==> config.mk <==
export PLATFORM = sky130hd
export DESIGN_NAME = rsp_merge
export DESIGN_NICKNAME = d
export VERILOG_FILES = /design/src/hdl/coreplex_pkg.sv /design/src/hdl/rsp_merge.sv
export VERILOG_INCLUDE_DIRS = /design/src /design/src/hdl
export SDC_FILE = /design/constraint.sdc
export NUM_CORES = 1
export LEC_CHECK = 0
export BUFFER_PORTS_ARGS = -buffer_cell sky130_fd_sc_hd__buf_2
export CAP_MARGIN = 10
export CORE_UTILIZATION = 21
export DETAILED_ROUTE_END_ITERATION = 16
export GPL_TIMING_DRIVEN = 0
export PLACE_DENSITY = 0.83
export SLEW_MARGIN = 15
export SYNTH_ARGS = -nofsm -noshare
export SYNTH_HDL_FRONTEND = slang
export SYNTH_SLANG_ARGS = --single-unit
==> constraint.sdc <==
create_clock -name vclk -period 0.8
set_input_delay 0.04 -clock vclk [all_inputs]
set_output_delay 0.04 -clock vclk [all_outputs]
set_load 0.02 [all_outputs]
==> src/hdl/coreplex_settings.svh <==
/*
 * Address map and bus widths of the coreplex memory fabric.
 * Include this in any file that needs a region base, a region width or the data width.
 */
`ifndef COREPLEX_SETTINGS_SVH
`define COREPLEX_SETTINGS_SVH

// Bus widths
`define CP_XLEN         32              // Data and address width
`define CP_NB_BYTES     4               // Byte lanes per word

// Tightly coupled memory, 256 words
`define CP_TCM_BASE     32'h8000_0000
`define CP_TCM_AWIDTH   10              // Byte address LSBs inside region

// Scratch memory, 64 words in the low region
`define CP_SCR_BASE     32'h0000_0000
`define CP_SCR_AWIDTH   8

// Peripheral data bus window
`define CP_PD_BASE      32'h1000_0000
`define CP_PD_AWIDTH    28

`endif

==> src/hdl/coreplex_pkg.sv <==
/*
 * Request, response and peripheral command structs of the coreplex buses.
 * RTL files refer to these by scoped names.
 */
`include "coreplex_settings.svh"

package coreplex_pkg;

    // --------------------------------------------------
    // Core side requests
    // --------------------------------------------------
    typedef struct packed {
        logic                    req;       // Fetch strobe
        logic [`CP_XLEN-1:0]     addr;      // Word aligned fetch address
    } instr_req_t;

    typedef struct packed {
        logic                    req;
        logic                    we;        // 1 = store
        logic [`CP_NB_BYTES-1:0] be;        // Byte enables
        logic [`CP_XLEN-1:0]     addr;
        logic [`CP_XLEN-1:0]     wdata;
    } data_req_t;

    // --------------------------------------------------
    // Core side responses
    // --------------------------------------------------
    typedef struct packed {
        logic                gnt;
        logic                rvalid;        // One cycle pulse per granted item
        logic [`CP_XLEN-1:0] rdata;         // Zero while rvalid low
    } instr_rsp_t;

    typedef struct packed {
        logic                gnt;
        logic                rvalid;
        logic [`CP_XLEN-1:0] rdata;
        logic                err;
    } data_rsp_t;

    // Peripheral data ICB command
    typedef struct packed {
        logic                    read;      // 1 = load, 0 = store
        logic [`CP_XLEN-1:0]     addr;
        logic [`CP_XLEN-1:0]     wdata;
        logic [`CP_NB_BYTES-1:0] wmask;
    } icb_cmd_t;

endpackage : coreplex_pkg

==> src/hdl/rsp_merge.sv <==
/*
 * Merges the responses of all targets on one bus.
 * Flags are ORed together, and each target's rdata is masked by its own rvalid before the OR.
 */
module rsp_merge #(
    parameter type rsp_t = coreplex_pkg::data_rsp_t,
    parameter int  N     = 2                 // Number of targets
) (
    input  rsp_t [N-1:0] rsp_i,
    output rsp_t         rsp_o
);

    // --------------------------------------------------
    // Masked OR over targets
    // --------------------------------------------------
    always_comb begin
        rsp_t acc;
        rsp_t cur;
        acc = '0;
        for (int k = 0; k < N; k++) begin
            cur = rsp_i[k];
            if (!cur.rvalid) begin
                cur.rdata = '0;              // Idle target adds nothing
            end
            acc = rsp_t'(acc | cur);         // gnt, rvalid, err and rdata together
        end
        rsp_o = acc;
    end

endmodule : rsp_merge

==> impl_metrics.py <==
metrics = {
    "logic_synthesis": {
        "yosysSeqAreaShare_pct": 0,
        "ys_types": 4,
        "ys_warn_count": 0,
        "yosys.area_share.adder_pct": 0,
        "muxShareOfSynthArea_pct": 0,
        "synth_area_leader_cell": "a22o_1",
        "synth-compound-area-share_pct": 72.7,
        "synth_top_area_share_pct": 72.7,
        "synth_top_family_by_area": "compound AO/OA/AOI/OAI gates",
        "synth_cells": 43,
        "avgSynthCellArea_um2": 8.96,
        "netlist_area_um2": 385,
        "synthSimpleGateAreaFrac_pct": 4.87,
        "synthTopCellsByArea": "a22o_1, buf_6, or2_2",
        "synth_xor_area_share_pct": 0,
        "syn_nets": 113,
    },
    "sta": {
        "slew_violations": 0,
        "fmax_mhz": 1420,
        "relSlewSlack_pct": 92.5,
        "setup_violations": 0,
        "period_share_pct": 88.3,
        "rsz0062_at_grt": "no",
        "worst_slew_pin_slew_ns": 0.114,
        "period_minus_slack_ns": 0.706,
        "hold_viol": 0,
        "tns_ns": 0,
    },
    "worst_setup_path": {
        "crit_chain": "buf_4, buf_6, a22o_1, buf_2",
        "crit_required_ns": 0.76,
        "crit_family": "buffers and inverters",
        "critPathKind": "in -> out",
        "worstPathArrival_ns": 0.67,
        "cp.depth": 4,
        "critPathSlowestCell": "a22o_1",
        "critPathBufInv": 3,
        "crit_path_end_kind": "output port",
        "slowest_delay_ns": 0.20,
        "cp-start-kind": "primary input",
        "crit_fanout": 10,
    },
    "finish": {
        "utilization_pct": 54.0,
        "seq_area_um2": 0,
        "nFillCells": 177,
        "layout-drive-gt1-share_pct": 78.1,
        "seq_cell_count": 0,
        "diodes": 0,
        "area_growth_syn_to_layout_pct": 142,
        "n_clock_buffer": 0,
        "final_nets": 218,
        "instances_no_fill": 171,
        "multi_input_area_um2": 299,
    },
    "hold_path": {
        "worst_hold_path_type": "in -> out",
        "min_delay_path_depth": 3,
    },
    "floorplan": {
        "die_w_um": 44.8,
        "row_count": 15,
        "io_pins": 105,
        "die_y_um": 44.8,
        "start_util_pct": 22.3,
        "placeableCoreArea_um2": 1730,
        "die_area_um2": 2010,
    },
    "power": {
        "p_leak_nw": 0.594,
        "p_total_w": 0.000676,
        "vdd_ir_drop_max_v": 0.000301,
        "p_per_area_nw_per_um2": 726,
    },
    "route": {
        "drt_iter0_markers": 4,
        "drc": 0,
        "dr.pass1.iters": 3,
        "via_per_inst": 4.54,
        "antenna_left": 0,
        "route.vias.total": 777,
        "routed_wl_um": 1720,
        "wl_per_cell_um": 10.1,
    },
    "global_route": {
        "grt_pass1_wl_um": 2280,
        "antenna_found_initial": 0,
        "grt_pass1_vias": 567,
        "grt.overflow.total": 0,
        "grt_usage_pct": 14.2,
        "grt_start_max_net_pins": 11,
    },
    "clocking": {
        "cts.repair.resized": 0,
        "cts_setup_buffers": 0,
        "postCtsHoldBufs": 0,
    },
    "run_status": {
        "status": "finished, final reports clean",
    },
    "job": {
        "max_cap_viol_count": 0,
    },
    "placement": {
        "portBuffers": 103,
        "gp_congestion": 0.728,
        "hpwl_um": 1500,
        "dp_cells": 171,
    },
}
final timing paths:
| path | start | slack [ns] | endpoint |
|---|---|---|---|
| setup / recovery | rsp_i[68] | 0.09 | rsp_o[20] |
| hold / removal | rsp_i[34] | 0.38 | rsp_o[34] |
through the flow:
step / area (µm²) / worst slack (ns) / hold WS, ns
4_1_cts: 932 / 0.0890 / 0.377
3_5_place_dp: 932 / 0.0892 / 0.377
5_1_grt: 932 / 0.0655 / 0.400
3_3_place_gp: 932 / 0.0978 / 0.379
6_report: 932 / 0.0937 / 0.375
2_1_floorplan: 385 / 0.192 / 0.220
power by group:
group	internal [W]	switching, W	leakage, nW
Sequential	0	0	0
Combinational	0.000337	0.000339	0.594
Clock	0	0	0
Total	0.000337	0.000339	0.594
per-layer routing:
layer | routed length, µm | share of wire (%) | global-route usage [%] | up-vias
met5 | 0 | 0 | 0 | -
met3 | 205 | 12 | 0.800 | 0
met4 | 0 | 0 | 0 | 0
li1 | - | - | - | 391
met1 | 647 | 38 | 18.1 | 332
met2 | 869 | 50 | 27.6 | 54
synth_stat cells:
cell type and count:
or2_2 3, buf_6 7, a22o_1 32, buf_4 1
cell families (layout without fill, tap and decap cells):
logic type / after synthesis / count (layout)
compound gates: 32 / 32
simple gates: 3 / 3
buf+inv: 8 / 111
layout make-up:
type / instances / share of cell area [%]
repair buffers: 103 / 55.3
plain buffers: 8 / 9.26
well taps: 25 / 3.36
multi-input cells: 35 / 32.1
cell usage in the layout (no fill, tap or decap), drive strengths merged:
cell type / count
a22o: 32
buf: 111
or2: 3
Note: power is estimated with default switching activity, not from simulation.
