===== config.mk =====
export PLATFORM = sky130hd
export DESIGN_NAME = pd_icb_bridge
export DESIGN_NICKNAME = d
export VERILOG_FILES = /design/src/hdl/coreplex_pkg.sv /design/src/hdl/pd_icb_bridge.sv
export VERILOG_INCLUDE_DIRS = /design/src /design/src/hdl
export SDC_FILE = /design/constraint.sdc
export NUM_CORES = 1
export LEC_CHECK = 0
export ABC_AREA = 1
export BUFFER_PORTS_ARGS = -buffer_cell sky130_fd_sc_hd__buf_2
export CAP_MARGIN = 20
export CORE_ASPECT_RATIO = 2
export CORE_MARGIN = 4
export CORE_UTILIZATION = 30
export DETAILED_ROUTE_END_ITERATION = 8
export PLACE_DENSITY = 0.85
export SYNTH_ARGS = -nofsm -noshare
export SYNTH_HDL_FRONTEND = slang
export SYNTH_SLANG_ARGS = --single-unit

===== constraint.sdc =====
create_clock -name clk -period 0.8 [get_ports clk]
set_input_delay 0.12 -clock clk [delete_from_list [all_inputs] [get_ports clk]]
set_output_delay 0.12 -clock clk [all_outputs]
set_load 0.1 [all_outputs]

===== src/hdl/coreplex_settings.svh =====
/*
 * Address map and bus widths of the coreplex memory fabric.
 * Include this in any file that needs a region base, a region width or the data width.
 */
`ifndef COREPLEX_SETTINGS_SVH
`define COREPLEX_SETTINGS_SVH

// Bus widths
`define CP_XLEN         32              // Data and address width
`define CP_NB_BYTES     4               // Byte lanes per word

// Tightly coupled memory, 256 words
`define CP_TCM_BASE     32'h8000_0000
`define CP_TCM_AWIDTH   10              // Byte address LSBs inside region

// Scratch memory, 64 words in the low region
`define CP_SCR_BASE     32'h0000_0000
`define CP_SCR_AWIDTH   8

// Peripheral data bus window
`define CP_PD_BASE      32'h1000_0000
`define CP_PD_AWIDTH    28

`endif


===== src/hdl/coreplex_pkg.sv =====
/*
 * Request, response and peripheral command structs of the coreplex buses.
 * RTL files refer to these by scoped names.
 */
`include "coreplex_settings.svh"

package coreplex_pkg;

    // --------------------------------------------------
    // Core side requests
    // --------------------------------------------------
    typedef struct packed {
        logic                    req;       // Fetch strobe
        logic [`CP_XLEN-1:0]     addr;      // Word aligned fetch address
    } instr_req_t;

    typedef struct packed {
        logic                    req;
        logic                    we;        // 1 = store
        logic [`CP_NB_BYTES-1:0] be;        // Byte enables
        logic [`CP_XLEN-1:0]     addr;
        logic [`CP_XLEN-1:0]     wdata;
    } data_req_t;

    // --------------------------------------------------
    // Core side responses
    // --------------------------------------------------
    typedef struct packed {
        logic                gnt;
        logic                rvalid;        // One cycle pulse per granted item
        logic [`CP_XLEN-1:0] rdata;         // Zero while rvalid low
    } instr_rsp_t;

    typedef struct packed {
        logic                gnt;
        logic                rvalid;
        logic [`CP_XLEN-1:0] rdata;
        logic                err;
    } data_rsp_t;

    // Peripheral data ICB command
    typedef struct packed {
        logic                    read;      // 1 = load, 0 = store
        logic [`CP_XLEN-1:0]     addr;
        logic [`CP_XLEN-1:0]     wdata;
        logic [`CP_NB_BYTES-1:0] wmask;
    } icb_cmd_t;

endpackage : coreplex_pkg


===== src/hdl/pd_icb_bridge.sv =====
/*
 * Bridge from core data requests to the peripheral data ICB.
 * The command is combinational from the request, and the response comes back one cycle later.
 */
`include "coreplex_settings.svh"

module pd_icb_bridge #(
    parameter logic [`CP_XLEN-1:0] ADDR_BASE   = `CP_PD_BASE,
    parameter int                  ADDR_AWIDTH = `CP_PD_AWIDTH
) (
    input  logic                    clk,
    input  logic                    rst_n,
    input  coreplex_pkg::data_req_t  data_req_i,
    output coreplex_pkg::data_rsp_t  data_rsp_o,
    output logic                    cmd_valid_o,
    input  logic                    cmd_ready_i,
    output coreplex_pkg::icb_cmd_t   cmd_o,
    input  logic                    rsp_valid_i,
    output logic                    rsp_ready_o,
    input  logic [`CP_XLEN-1:0]     rsp_rdata_i
);

    localparam logic [`CP_XLEN-1:0] MASK = {ADDR_AWIDTH{1'b1}};

    logic rsp_fire;
    logic rvalid_q;
    logic [`CP_XLEN-1:0] rdata_q;

    // Command mirrors the request while in region
    assign cmd_valid_o = data_req_i.req &
                         ((data_req_i.addr & ~MASK) == (ADDR_BASE & ~MASK));
    assign cmd_o.read  = ~data_req_i.we;
    assign cmd_o.addr  = data_req_i.addr;
    assign cmd_o.wdata = data_req_i.wdata;
    assign cmd_o.wmask = data_req_i.be;

    assign rsp_ready_o = 1'b1;               // Core always takes the response
    assign rsp_fire    = rsp_valid_i & rsp_ready_o;

    always_ff @(posedge clk or negedge rst_n) begin
        if (!rst_n) begin
            rvalid_q <= 1'b0;
        end else begin
            rvalid_q <= rsp_fire;
        end
    end

    always_ff @(posedge clk) begin
        if (rsp_fire) begin
            rdata_q <= rsp_rdata_i;
        end
    end

    assign data_rsp_o.gnt    = cmd_valid_o & cmd_ready_i;   // Held off by cmd_ready
    assign data_rsp_o.rvalid = rvalid_q;
    assign data_rsp_o.rdata  = rvalid_q ? rdata_q : '0;
    assign data_rsp_o.err    = 1'b0;

endmodule : pd_icb_bridge


==> parameters.txt <==
Parameter                              Value

Timing
  Maximum clock frequency    722 MHz
  Setup repair after global routing missed its margin    true
  Worst Setup Slack, final    -0.585 ns
  Min cycle time layout    1.38 ns
  Count of endpoints failing setup in the final report    35
  Total count of hold-check failures in the final report    0
  Max Slew Vio Count    0
  Post-route fraction of the period consumed by the critical path    173%

Route
  Via density per instance    4.25
  Final Routed Wirelength    4370 µm
  Length of the first detailed-routing pass in iterations    3
  Antenna violation net count after detailed routing    0
  Routed wire length per instance    16.2 µm
  Count of unresolved DRC violations after routing    0
  Detailed router's first-iteration violation count    17
  Vias    1142

CTS
  H-tree lvl count    2
  CTS tree    yes
  Clock tree root driver cell    clkbuf_16
  Maximum count of clock buffers along a single path    2
  TritonCTS buffer count    5
  Reg clk slew, reported paths    0.05 ns
  Sink count of the clock tree    33

Synth
  Cell type with the highest aggregate area in the netlist    edfxtp_1
  Synth async-reset ratio    3.03%
  Synth Instances    181
  Combined area of all synthesized cells    0.00183 mm²
  Mapped Avg Cell Area    10.1 µm²
  Portion of the post-synthesis area used by sequential elements    53.8%
  Number of enable flip-flop cells after synthesis    32
  Number of unique standard cell types used by synthesis    9
  Area fraction of the dominant cell type after synthesis    52.5%
  Synth cell count leaders    buf_4 (71), inv_1 (36), edfxtp_1 (32), nand2_1 (32)
  Synthesized flop and latch total    33
  Most instantiated library cell after synthesis    buf_4
  Net count after synthesis    287
  Cell types occupying the most area after synthesis    edfxtp_1 (52%), buf_4 (29%), inv_1 (7.4%), nand2_1 (6.6%), buf_6 (1.8%)
  Synth warnings    0
  Dominant register cell in the synthesized netlist    edfxtp_1

Placed design
  Dpl hpwl    3800 µm
  Placer Congestion    0.761
  Pre-CTS WS    -0.306 ns
  Number of placed instances with taps included    258
  Total of buffers placed on input and output ports    81

Global route
  Number of antenna violations at the first check in global routing    1
  Largest net degree at the start of global routing    34
  Number of global-route vias before repair    1211
  First-pass GRT wire length    6420 µm
  Total congestion overflow    0
  Tot GR Track Use    11.9%

Setup path
  End point of the critical path    data_rsp_o[21]
  Depth of the critical timing path with buffers and inverters included    4
  Worst Path Class, Setup    reg -> out
  Startpoint of the worst setup timing path    rvalid_q
  Longest individual stage delay on the worst path    0.45 ns
  Cells along the critical path    buf_12 > nand2_2 > clkinvlp_4 > buf_12
  Critical-path cell with the highest stage delay    dfrtp_2
  Worst path required time    0.68 ns
  Critical path fanouts, max    20
  Critical Path Sink Type    output pin
  Startpoint Class    flip-flop
  Number of buffer and inverter instances along the worst setup path    3
  Kind of cell with the highest combined delay on the critical path    buffers and inverters
  Data arrival time of the critical path    1.26 ns
  Critical Path Most Common Cell    buf_12

Die
  Total die area    0.00750 mm²
  Vertical die dimension    119 µm
  Horizontal die dimension    63.3 µm
  Ports placed on the boundary    212
  Core region area    0.00596 mm²
  Initial core utilization    30.8%
  Row count    40

Worst hold path
  Worst min-delay path category    in -> reg
  Hold Path Origin    rsp_rdata_i[3]

Cells and area
  Filler cell count    499
  Final net count    310
  Final standard cell utilization of the core    48.5%
  Share of post-route cells with drive strength above 1    81.0%
  Area growth syn-to-layout    57.8%
  Post-route insts no fill    269

Power
  Cell area power density    2020 mW/mm²
  Max IR drop VDD    829 µV
  Static power due to leakage    1.10 nW
  Power consumption    5.84 mW

Job
  Number of max-capacitance violations reported    0

Status
  Result of the run    finished with violations
  Failing checks    negative setup slack
## what timing repair did
action,4_1_cts,5_1_grt
endpoints found under the hold margin,1,0
setup endpoints to repair,35,35
hold buffers,1,0
resized for setup,7,6
buffers inserted,1,0
pin swaps,4,2
## cell families after synthesis
kind of cell,synth area share (%)
buf+inv,38.3
flops,53.8
other cells,0.410
simple gates,7.45
## metal layers
layer / track usage [%] / wire length [µm] / vias up
met5: 0 / 0 / -
met4: 16.4 / 495 / 0
met3: 3.14 / 436 / 54
met2: 21.0 / 2430 / 97
met1: 8.10 / 1010 / 481
li1: - / - / 510
## flip-flops by register name, summed over array words and instances (netlist names)
register  flops
rdata_q      32
rvalid_q      1
## power by group
part | total (mW) | internal (mW) | switching [mW]
sequential | 2.12 | 2.06 | 0.0643
clock | 1.72 | 1.14 | 0.589
combinational | 2.00 | 0.694 | 1.31
total | 5.84 | 3.88 | 1.96
## area by class of cell
class / instances / area, µm² / area share (%)
antenna: 1 / 2.50 / 0.0866
clock buffer: 6 / 129 / 4.46
clock inverter: 2 / 10.0 / 0.346
inverter: 36 / 268 / 9.26
multi-input combinational: 38 / 269 / 9.31
sequential: 33 / 987 / 34.2
tap: 63 / 78.8 / 2.73
timing repair buffer: 90 / 1150 / 39.7
## cell usage in the layout (no fill, tap or decap), types with 2 or more instances in the layout
| cell | count |
|---|---|
| buf_12 | 43 |
| buf_2 | 37 |
| buf_4 | 4 |
| buf_6 | 4 |
| clkbuf_16 | 5 |
| clkinv_2 | 2 |
| clkinvlp_4 | 34 |
| conb_1 | 2 |
| edfxtp_1 | 32 |
| nand2_1 | 2 |
| nand2_2 | 27 |
| nand2_4 | 3 |
| nor2_4 | 3 |
## worst min path at each step
stage / cells after the start / slack [ns] / endpoint
6_report: 1 / 0.02 / rdata_q[3]
5_1_grt: 1 / 0.01 / rdata_q[31]
4_1_cts: 1 / 0.02 / rdata_q[3]
3_5_place_dp: 1 / -0.1 / rvalid_q
3_3_place_gp: 1 / -0.10 / rvalid_q
2_1_floorplan: 0 / -0.18 / rvalid_q
## per-stage QoR
| step | TNS [ns] | hold WS (ns) | area [µm²] |
|---|---|---|---|
| after floorplan | -12.04 | -0.176 | 2080 |
| after global placement | -8.38 | -0.104 | 2680 |
| after detailed placement | -9.02 | -0.0989 | 2680 |
| after CTS | -18.74 | 0.0165 | 2860 |
| after global routing | -19.63 | 0.0125 | 2890 |
| final | -18.21 | 0.0242 | 2890 |
Note: power is estimated with default switching activity, not from simulation.
