<file path="src/hdl/coreplex_settings.svh">
/*
 * Address map and bus widths of the coreplex memory fabric.
 * Include this in any file that needs a region base, a region width or the data width.
 */
`ifndef COREPLEX_SETTINGS_SVH
`define COREPLEX_SETTINGS_SVH

// Bus widths
`define CP_XLEN         32              // Data and address width
`define CP_NB_BYTES     4               // Byte lanes per word

// Tightly coupled memory, 256 words
`define CP_TCM_BASE     32'h8000_0000
`define CP_TCM_AWIDTH   10              // Byte address LSBs inside region

// Scratch memory, 64 words in the low region
`define CP_SCR_BASE     32'h0000_0000
`define CP_SCR_AWIDTH   8

// Peripheral data bus window
`define CP_PD_BASE      32'h1000_0000
`define CP_PD_AWIDTH    28

`endif

</file>
<file path="src/hdl/coreplex_pkg.sv">
/*
 * Request, response and peripheral command structs of the coreplex buses.
 * RTL files refer to these by scoped names.
 */
`include "coreplex_settings.svh"

package coreplex_pkg;

    // --------------------------------------------------
    // Core side requests
    // --------------------------------------------------
    typedef struct packed {
        logic                    req;       // Fetch strobe
        logic [`CP_XLEN-1:0]     addr;      // Word aligned fetch address
    } instr_req_t;

    typedef struct packed {
        logic                    req;
        logic                    we;        // 1 = store
        logic [`CP_NB_BYTES-1:0] be;        // Byte enables
        logic [`CP_XLEN-1:0]     addr;
        logic [`CP_XLEN-1:0]     wdata;
    } data_req_t;

    // --------------------------------------------------
    // Core side responses
    // --------------------------------------------------
    typedef struct packed {
        logic                gnt;
        logic                rvalid;        // One cycle pulse per granted item
        logic [`CP_XLEN-1:0] rdata;         // Zero while rvalid low
    } instr_rsp_t;

    typedef struct packed {
        logic                gnt;
        logic                rvalid;
        logic [`CP_XLEN-1:0] rdata;
        logic                err;
    } data_rsp_t;

    // Peripheral data ICB command
    typedef struct packed {
        logic                    read;      // 1 = load, 0 = store
        logic [`CP_XLEN-1:0]     addr;
        logic [`CP_XLEN-1:0]     wdata;
        logic [`CP_NB_BYTES-1:0] wmask;
    } icb_cmd_t;

endpackage : coreplex_pkg

</file>
<file path="src/hdl/scratch_ram.sv">
/*
 * Single-port scratch memory with byte writes and a registered read.
 */
`include "coreplex_settings.svh"

module scratch_ram #(
    parameter int AWIDTH = 6                 // Word address bits
) (
    input  logic                    clk,
    input  logic                    en_i,
    input  logic                    we_i,
    input  logic [`CP_NB_BYTES-1:0] be_i,
    input  logic [AWIDTH-1:0]       addr_i,
    input  logic [`CP_XLEN-1:0]     wdata_i,
    output logic [`CP_XLEN-1:0]     rdata_o
);

    logic [`CP_NB_BYTES-1:0][7:0] mem [2**AWIDTH];

    // Read first, old word shows on a write cycle
    always_ff @(posedge clk) begin
        if (en_i) begin
            rdata_o <= mem[addr_i];
            if (we_i) begin
                for (int b = 0; b < `CP_NB_BYTES; b++) begin
                    if (be_i[b]) begin
                        mem[addr_i][b] <= wdata_i[8*b +: 8];   // Enabled lanes only
                    end
                end
            end
        end
    end

endmodule : scratch_ram

</file>
<file path="src/hdl/scratch_arbiter.sv">
/*
 * Round-robin sharing of the single scratch memory port by the instruction and data buses.
 * The selected requester is granted in the same cycle and gets its data one cycle later.
 */
`include "coreplex_settings.svh"

module scratch_arbiter #(
    parameter logic [`CP_XLEN-1:0] ADDR_BASE   = `CP_SCR_BASE,
    parameter int                  ADDR_AWIDTH = `CP_SCR_AWIDTH
) (
    input  logic                    clk,
    input  logic                    rst_n,
    input  coreplex_pkg::instr_req_t instr_req_i,
    output coreplex_pkg::instr_rsp_t instr_rsp_o,
    input  coreplex_pkg::data_req_t  data_req_i,
    output coreplex_pkg::data_rsp_t  data_rsp_o
);

    localparam int                  WAW  = ADDR_AWIDTH - 2;
    localparam logic [`CP_XLEN-1:0] MASK = {ADDR_AWIDTH{1'b1}};

    logic instr_cs, data_cs;
    logic instr_sel_q;                       // 1 = instruction side owns the port
    logic instr_gnt, data_gnt;
    logic instr_rvalid_q, data_rvalid_q;
    logic ram_en, ram_we;
    logic [`CP_NB_BYTES-1:0] ram_be;
    logic [WAW-1:0] ram_addr;
    logic [`CP_XLEN-1:0] ram_rdata;

    assign instr_cs = instr_req_i.req &
                      ((instr_req_i.addr & ~MASK) == (ADDR_BASE & ~MASK));
    assign data_cs  = data_req_i.req &
                      ((data_req_i.addr & ~MASK) == (ADDR_BASE & ~MASK));

    assign instr_gnt = instr_cs &  instr_sel_q;
    assign data_gnt  = data_cs  & ~instr_sel_q;

    // --------------------------------------------------
    // Select register and rvalid pipeline
    // --------------------------------------------------
    always_ff @(posedge clk or negedge rst_n) begin
        if (!rst_n) begin
            instr_sel_q    <= 1'b1;          // Fetches first after reset
            instr_rvalid_q <= 1'b0;
            data_rvalid_q  <= 1'b0;
        end else begin
            if (instr_cs && data_cs) begin
                instr_sel_q <= ~instr_sel_q; // Both asking, alternate
            end else if (instr_cs || data_cs) begin
                instr_sel_q <= instr_cs;     // Move to lone requester
            end
            instr_rvalid_q <= instr_gnt;
            data_rvalid_q  <= data_gnt;
        end
    end

    // Port mux, fetches are full word reads
    assign ram_en   = instr_gnt | data_gnt;
    assign ram_we   = data_req_i.we & ~instr_sel_q;
    assign ram_be   = data_req_i.be | {`CP_NB_BYTES{instr_sel_q}};
    assign ram_addr = instr_sel_q ? instr_req_i.addr[ADDR_AWIDTH-1:2]
                                  : data_req_i.addr[ADDR_AWIDTH-1:2];

    scratch_ram #(
        .AWIDTH (WAW)
    ) u_scratch_ram (
        .clk     (clk),
        .en_i    (ram_en),
        .we_i    (ram_we),
        .be_i    (ram_be),
        .addr_i  (ram_addr),
        .wdata_i (data_req_i.wdata),
        .rdata_o (ram_rdata)
    );

    // Steer read data to last cycle's winner
    assign instr_rsp_o.gnt    = instr_gnt;
    assign instr_rsp_o.rvalid = instr_rvalid_q;
    assign instr_rsp_o.rdata  = instr_rvalid_q ? ram_rdata : '0;

    assign data_rsp_o.gnt    = data_gnt;
    assign data_rsp_o.rvalid = data_rvalid_q;
    assign data_rsp_o.rdata  = data_rvalid_q ? ram_rdata : '0;
    assign data_rsp_o.err    = 1'b0;

endmodule : scratch_arbiter

</file>
<file path="config.mk">
export PLATFORM = sky130hd
export DESIGN_NAME = scratch_arbiter
export DESIGN_NICKNAME = d
export VERILOG_FILES = /design/src/hdl/coreplex_pkg.sv /design/src/hdl/scratch_ram.sv /design/src/hdl/scratch_arbiter.sv
export VERILOG_INCLUDE_DIRS = /design/src /design/src/hdl
export SDC_FILE = /design/constraint.sdc
export NUM_CORES = 2
export LEC_CHECK = 0
export ABC_AREA = 1
export BUFFER_PORTS_ARGS = -buffer_cell sky130_fd_sc_hd__clkbuf_2
export CORE_UTILIZATION = 40
export DETAILED_ROUTE_END_ITERATION = 12
export MAX_ROUTING_LAYER = met4
export PLACE_DENSITY = 0.66
export SLEW_MARGIN = 25
export SYNTH_ARGS = -nofsm -noshare
export SYNTH_HDL_FRONTEND = slang
export SYNTH_SLANG_ARGS = --single-unit
</file>
<file path="constraint.sdc">
create_clock -name clk -period 2.7 [get_ports clk]
set_input_delay 0.405 -clock clk [delete_from_list [all_inputs] [get_ports clk]]
set_output_delay 0.405 -clock clk [all_outputs]
set_load 0.01 [all_outputs]
</file>
==> flow_summary_export.csv <==
group,metric,value,unit
place,place_inst,12300,
layout,layout-drive-gt1-share,12.8,%
critical_path,crit_cells,12,
synth,syn_nets,9108,
timing,timing.final.crit_share,99.1,%
critical_path,reg2reg_depth,12,
critical_path,worstPathCellList,"buf_6, nand2_1, nand2_1, buf_12, inv_1, buf_4, nor3_4, buf_12, nand2_2, buf_4, nor2_1, buf_6",
critical_path,critPathCaptureType,"register",
synth,async_flop_share,0.144,%
pwr,leakage,44.9,nW
global_route,grt-ovfl-total,0,
place,dpl.hpwl,165000,um
synth,synth_top_flop_cell,"edfxtp_1",
pwr,p_sw_share,22.5,%
pwr,power_frac_clock,41.2,%
timing,fmax,374,MHz
clock_tree,worstSkewPairLatency,0.86,ns
routing,drc,0,
pwr,pwr-share-seq,52.3,%
pwr,ir_drop,0.000684,V
timing,min_period,2.68,ns
critical_path,cp.arrival,3.24,ns
pwr,p_sw,0.0153,W
die,fp.coreArea,222000,um2
global_route,grt_first_pass_wirelength,389000,um
place,port_buffers,168,
clock_tree,cts_max_level,4,
clock_tree,cts_buffers,208,
global_route,grt_usage,23.8,%
worst_hold_path,hold-path-cell-count,1,
clock_tree,clk_path_buf_depth,3,
global_route,grt_start_max_net_pins,129,
synth,synth_common_cells,"nand2_1 (5492), edfxtp_1 (2080), nand3_1 (421)",
die,initial_core_util,40.2,%
die,die_w,475,um
synth,avgSynthCellArea,9.93,um2
timing,setup_viol,0,
clock_tree,cts.clk_slew.worst_paths,0.06,ns
place,place_congestion,0.911,
timing,finClkSkew,0.0238,ns
timing,rsz0062_at_grt,"yes",
synth,synth_top_area_share,69.8,%
timing,finalHoldViolCount,0,
synth,yosysSeqAreaShare,69.9,%
critical_path,cp_top_family,"buffers and inverters",
layout,areaGrowthSynthToFinish,18.5,%
global_route,grt_pass1_vias,61700,
job,drv_cap,0,
pwr,p_int,0.0527,W
critical_path,critPathLaunchType,"register",
synth,synthDistinctLibCells,29,
timing,worst_slew_pin_slew,1.10,ns
routing,postRouteAntennaNets,0,
timing,max_slew_margin,26.7,%
synth,synth_edf_count,2080,
layout,instances_no_fill,12700,
synth,yosysMostFrequentCell,"nand2_1",
routing,wl_per_cell,20.9,um
routing,via_count,65300,
routing,vias_per_cell,5.13,
pwr,pwr-share-comb,6.4,%
clock_tree,cts-root-buf,"clkbuf_16",
synth,yosysWarnings,0,
worst_hold_path,holdCritPathClass,"input port to register",
timing,drv_slew,0,
critical_path,worst-path-max-fanout,10,
critical_path,worstSetupPathType,"register to register",
critical_path,crit_required,3.26,ns
die,die-height,475,um
synth,yosys.area.top_type,"edfxtp_1",
outcome,outcome,"finished clean",
synth,synthesis.instances,9003,
critical_path,slowest_delay,0.56,ns
critical_path,worst-path-buf-inv,7,
layout,final_nets,9660,
critical_path,crit_slowest_cell,"dfstp_2",
die,rows,173,
routing,drt_iter0_drc,7439,
synth,netlist_area,89400,um2
layout,utilization,47.7,%
synth,synth_seq_cells,2083,
pwr,powerDensity,642,nW/um2
die,dieArea,225000,um2
global_route,antenna_found_initial,17,
die,pin_count,174,
synth,synth_top_cells_by_area,"edfxtp_1 (70%), nand2_1 (23%), nand3_1 (2.4%)",
clock_tree,cts_tree,"yes",
routing,firstDrtPassIters,6,
clock_tree,cts_sinks,2083,
routing,routed_wl,266000,um
pwr,finalPower,0.0680,W
state kept, by name, summed over array words and instances, names as in the netlist:
| name | count |
|---|---|
| data_rvalid_q | 1 |
| instr_rvalid_q | 1 |
| u_scratch_ram.rdata_o | 32 |
| u_scratch_ram.mem | 2048 |
| instr_sel_q | 1 |
path summary, 6_finish.rpt:
path	startpoint	to	slack (ns)
max	instr_sel_q	u_scratch_ram.mem[30][27]	0.02
min	data_req_i[27]	u_scratch_ram.mem[0][27]	0.08
max reg2reg	instr_sel_q	u_scratch_ram.mem[30][27]	0.02
min reg2reg	instr_sel_q	instr_sel_q	0.71
max in group asynchronous	rst_n	instr_rvalid_q	1.99
min in group asynchronous	rst_n	instr_sel_q	0.10
metal layers:
layer	track usage (%)	vias to the layer above	share of wire [%]
met3	4.03	519	9.0
met2	37.2	3031	47
li1	-	30400	-
met4	9.65	0	4.1
met5	-	-	0
met1	30.8	31300	40
power groups by stage:
stage               registers, W  clock network, W  logic (W)
global placement          0.0363                 0    0.00406
floorplan                 0.0363                 0    0.00215
detailed placement        0.0363                 0    0.00411
global route              0.0356            0.0295    0.00478
CTS                       0.0356            0.0283    0.00424
finish                    0.0356            0.0280    0.00438
per-stage QoR:
| stage | hold WS (ns) | area [um2] | TNS [ns] | worst slack [ns] |
|---|---|---|---|---|
| floorplan | 0.109 | 89400 | 0 | 0.142 |
| global placement | 0.251 | 98100 | -22.72 | -0.262 |
| detailed placement | 0.252 | 98100 | -26.10 | -0.265 |
| CTS | 0.0170 | 105000 | -0.00525 | -0.00525 |
| global route | 0.0583 | 106000 | -2.64 | -0.0615 |
| finish | 0.0788 | 106000 | 0 | 0.0241 |
placed cells by master, fill, tap and decap left out, drive strengths merged, types with 9 or more instances in the layout:
cell	n
buf	667
bufinv	15
clkbuf	434
clkinv	102
edfxtp	2080
inv	120
nand2	5493
nand3	421
nor2	350
nor3	9
logic make-up after synthesis:
logic type	after synthesis	share of synthesized area, %
compound gates	7	0.0476
other cells	1	0.00419
buf+inv	620	2.87
simple gates	6292	27.2
flops	2083	69.9
final cells by class:
cell class | instances | area [um2]
Antenna cell | 8 | 20.0
Clock buffer | 260 | 5490
Clock inverter | 128 | 1080
Fill cell | 19800 | 116000
Inverter | 113 | 434
Multi-Input combinational cell | 6300 | 24700
Sequential cell | 2083 | 62500
Tap cell | 2975 | 3720
Timing Repair Buffer | 849 | 7970
what timing repair did:
item / in CTS / in global routing
pin swaps: 4 / 10
hold endpoints to repair: 15 / 0
resized for setup: 51 / 118
setup buffers: 7 / 16
hold buffers: 3 / 0
cloned: 7 / 7
setup endpoints to repair: 624 / 1069
Note: power is estimated with default switching activity, not from simulation.
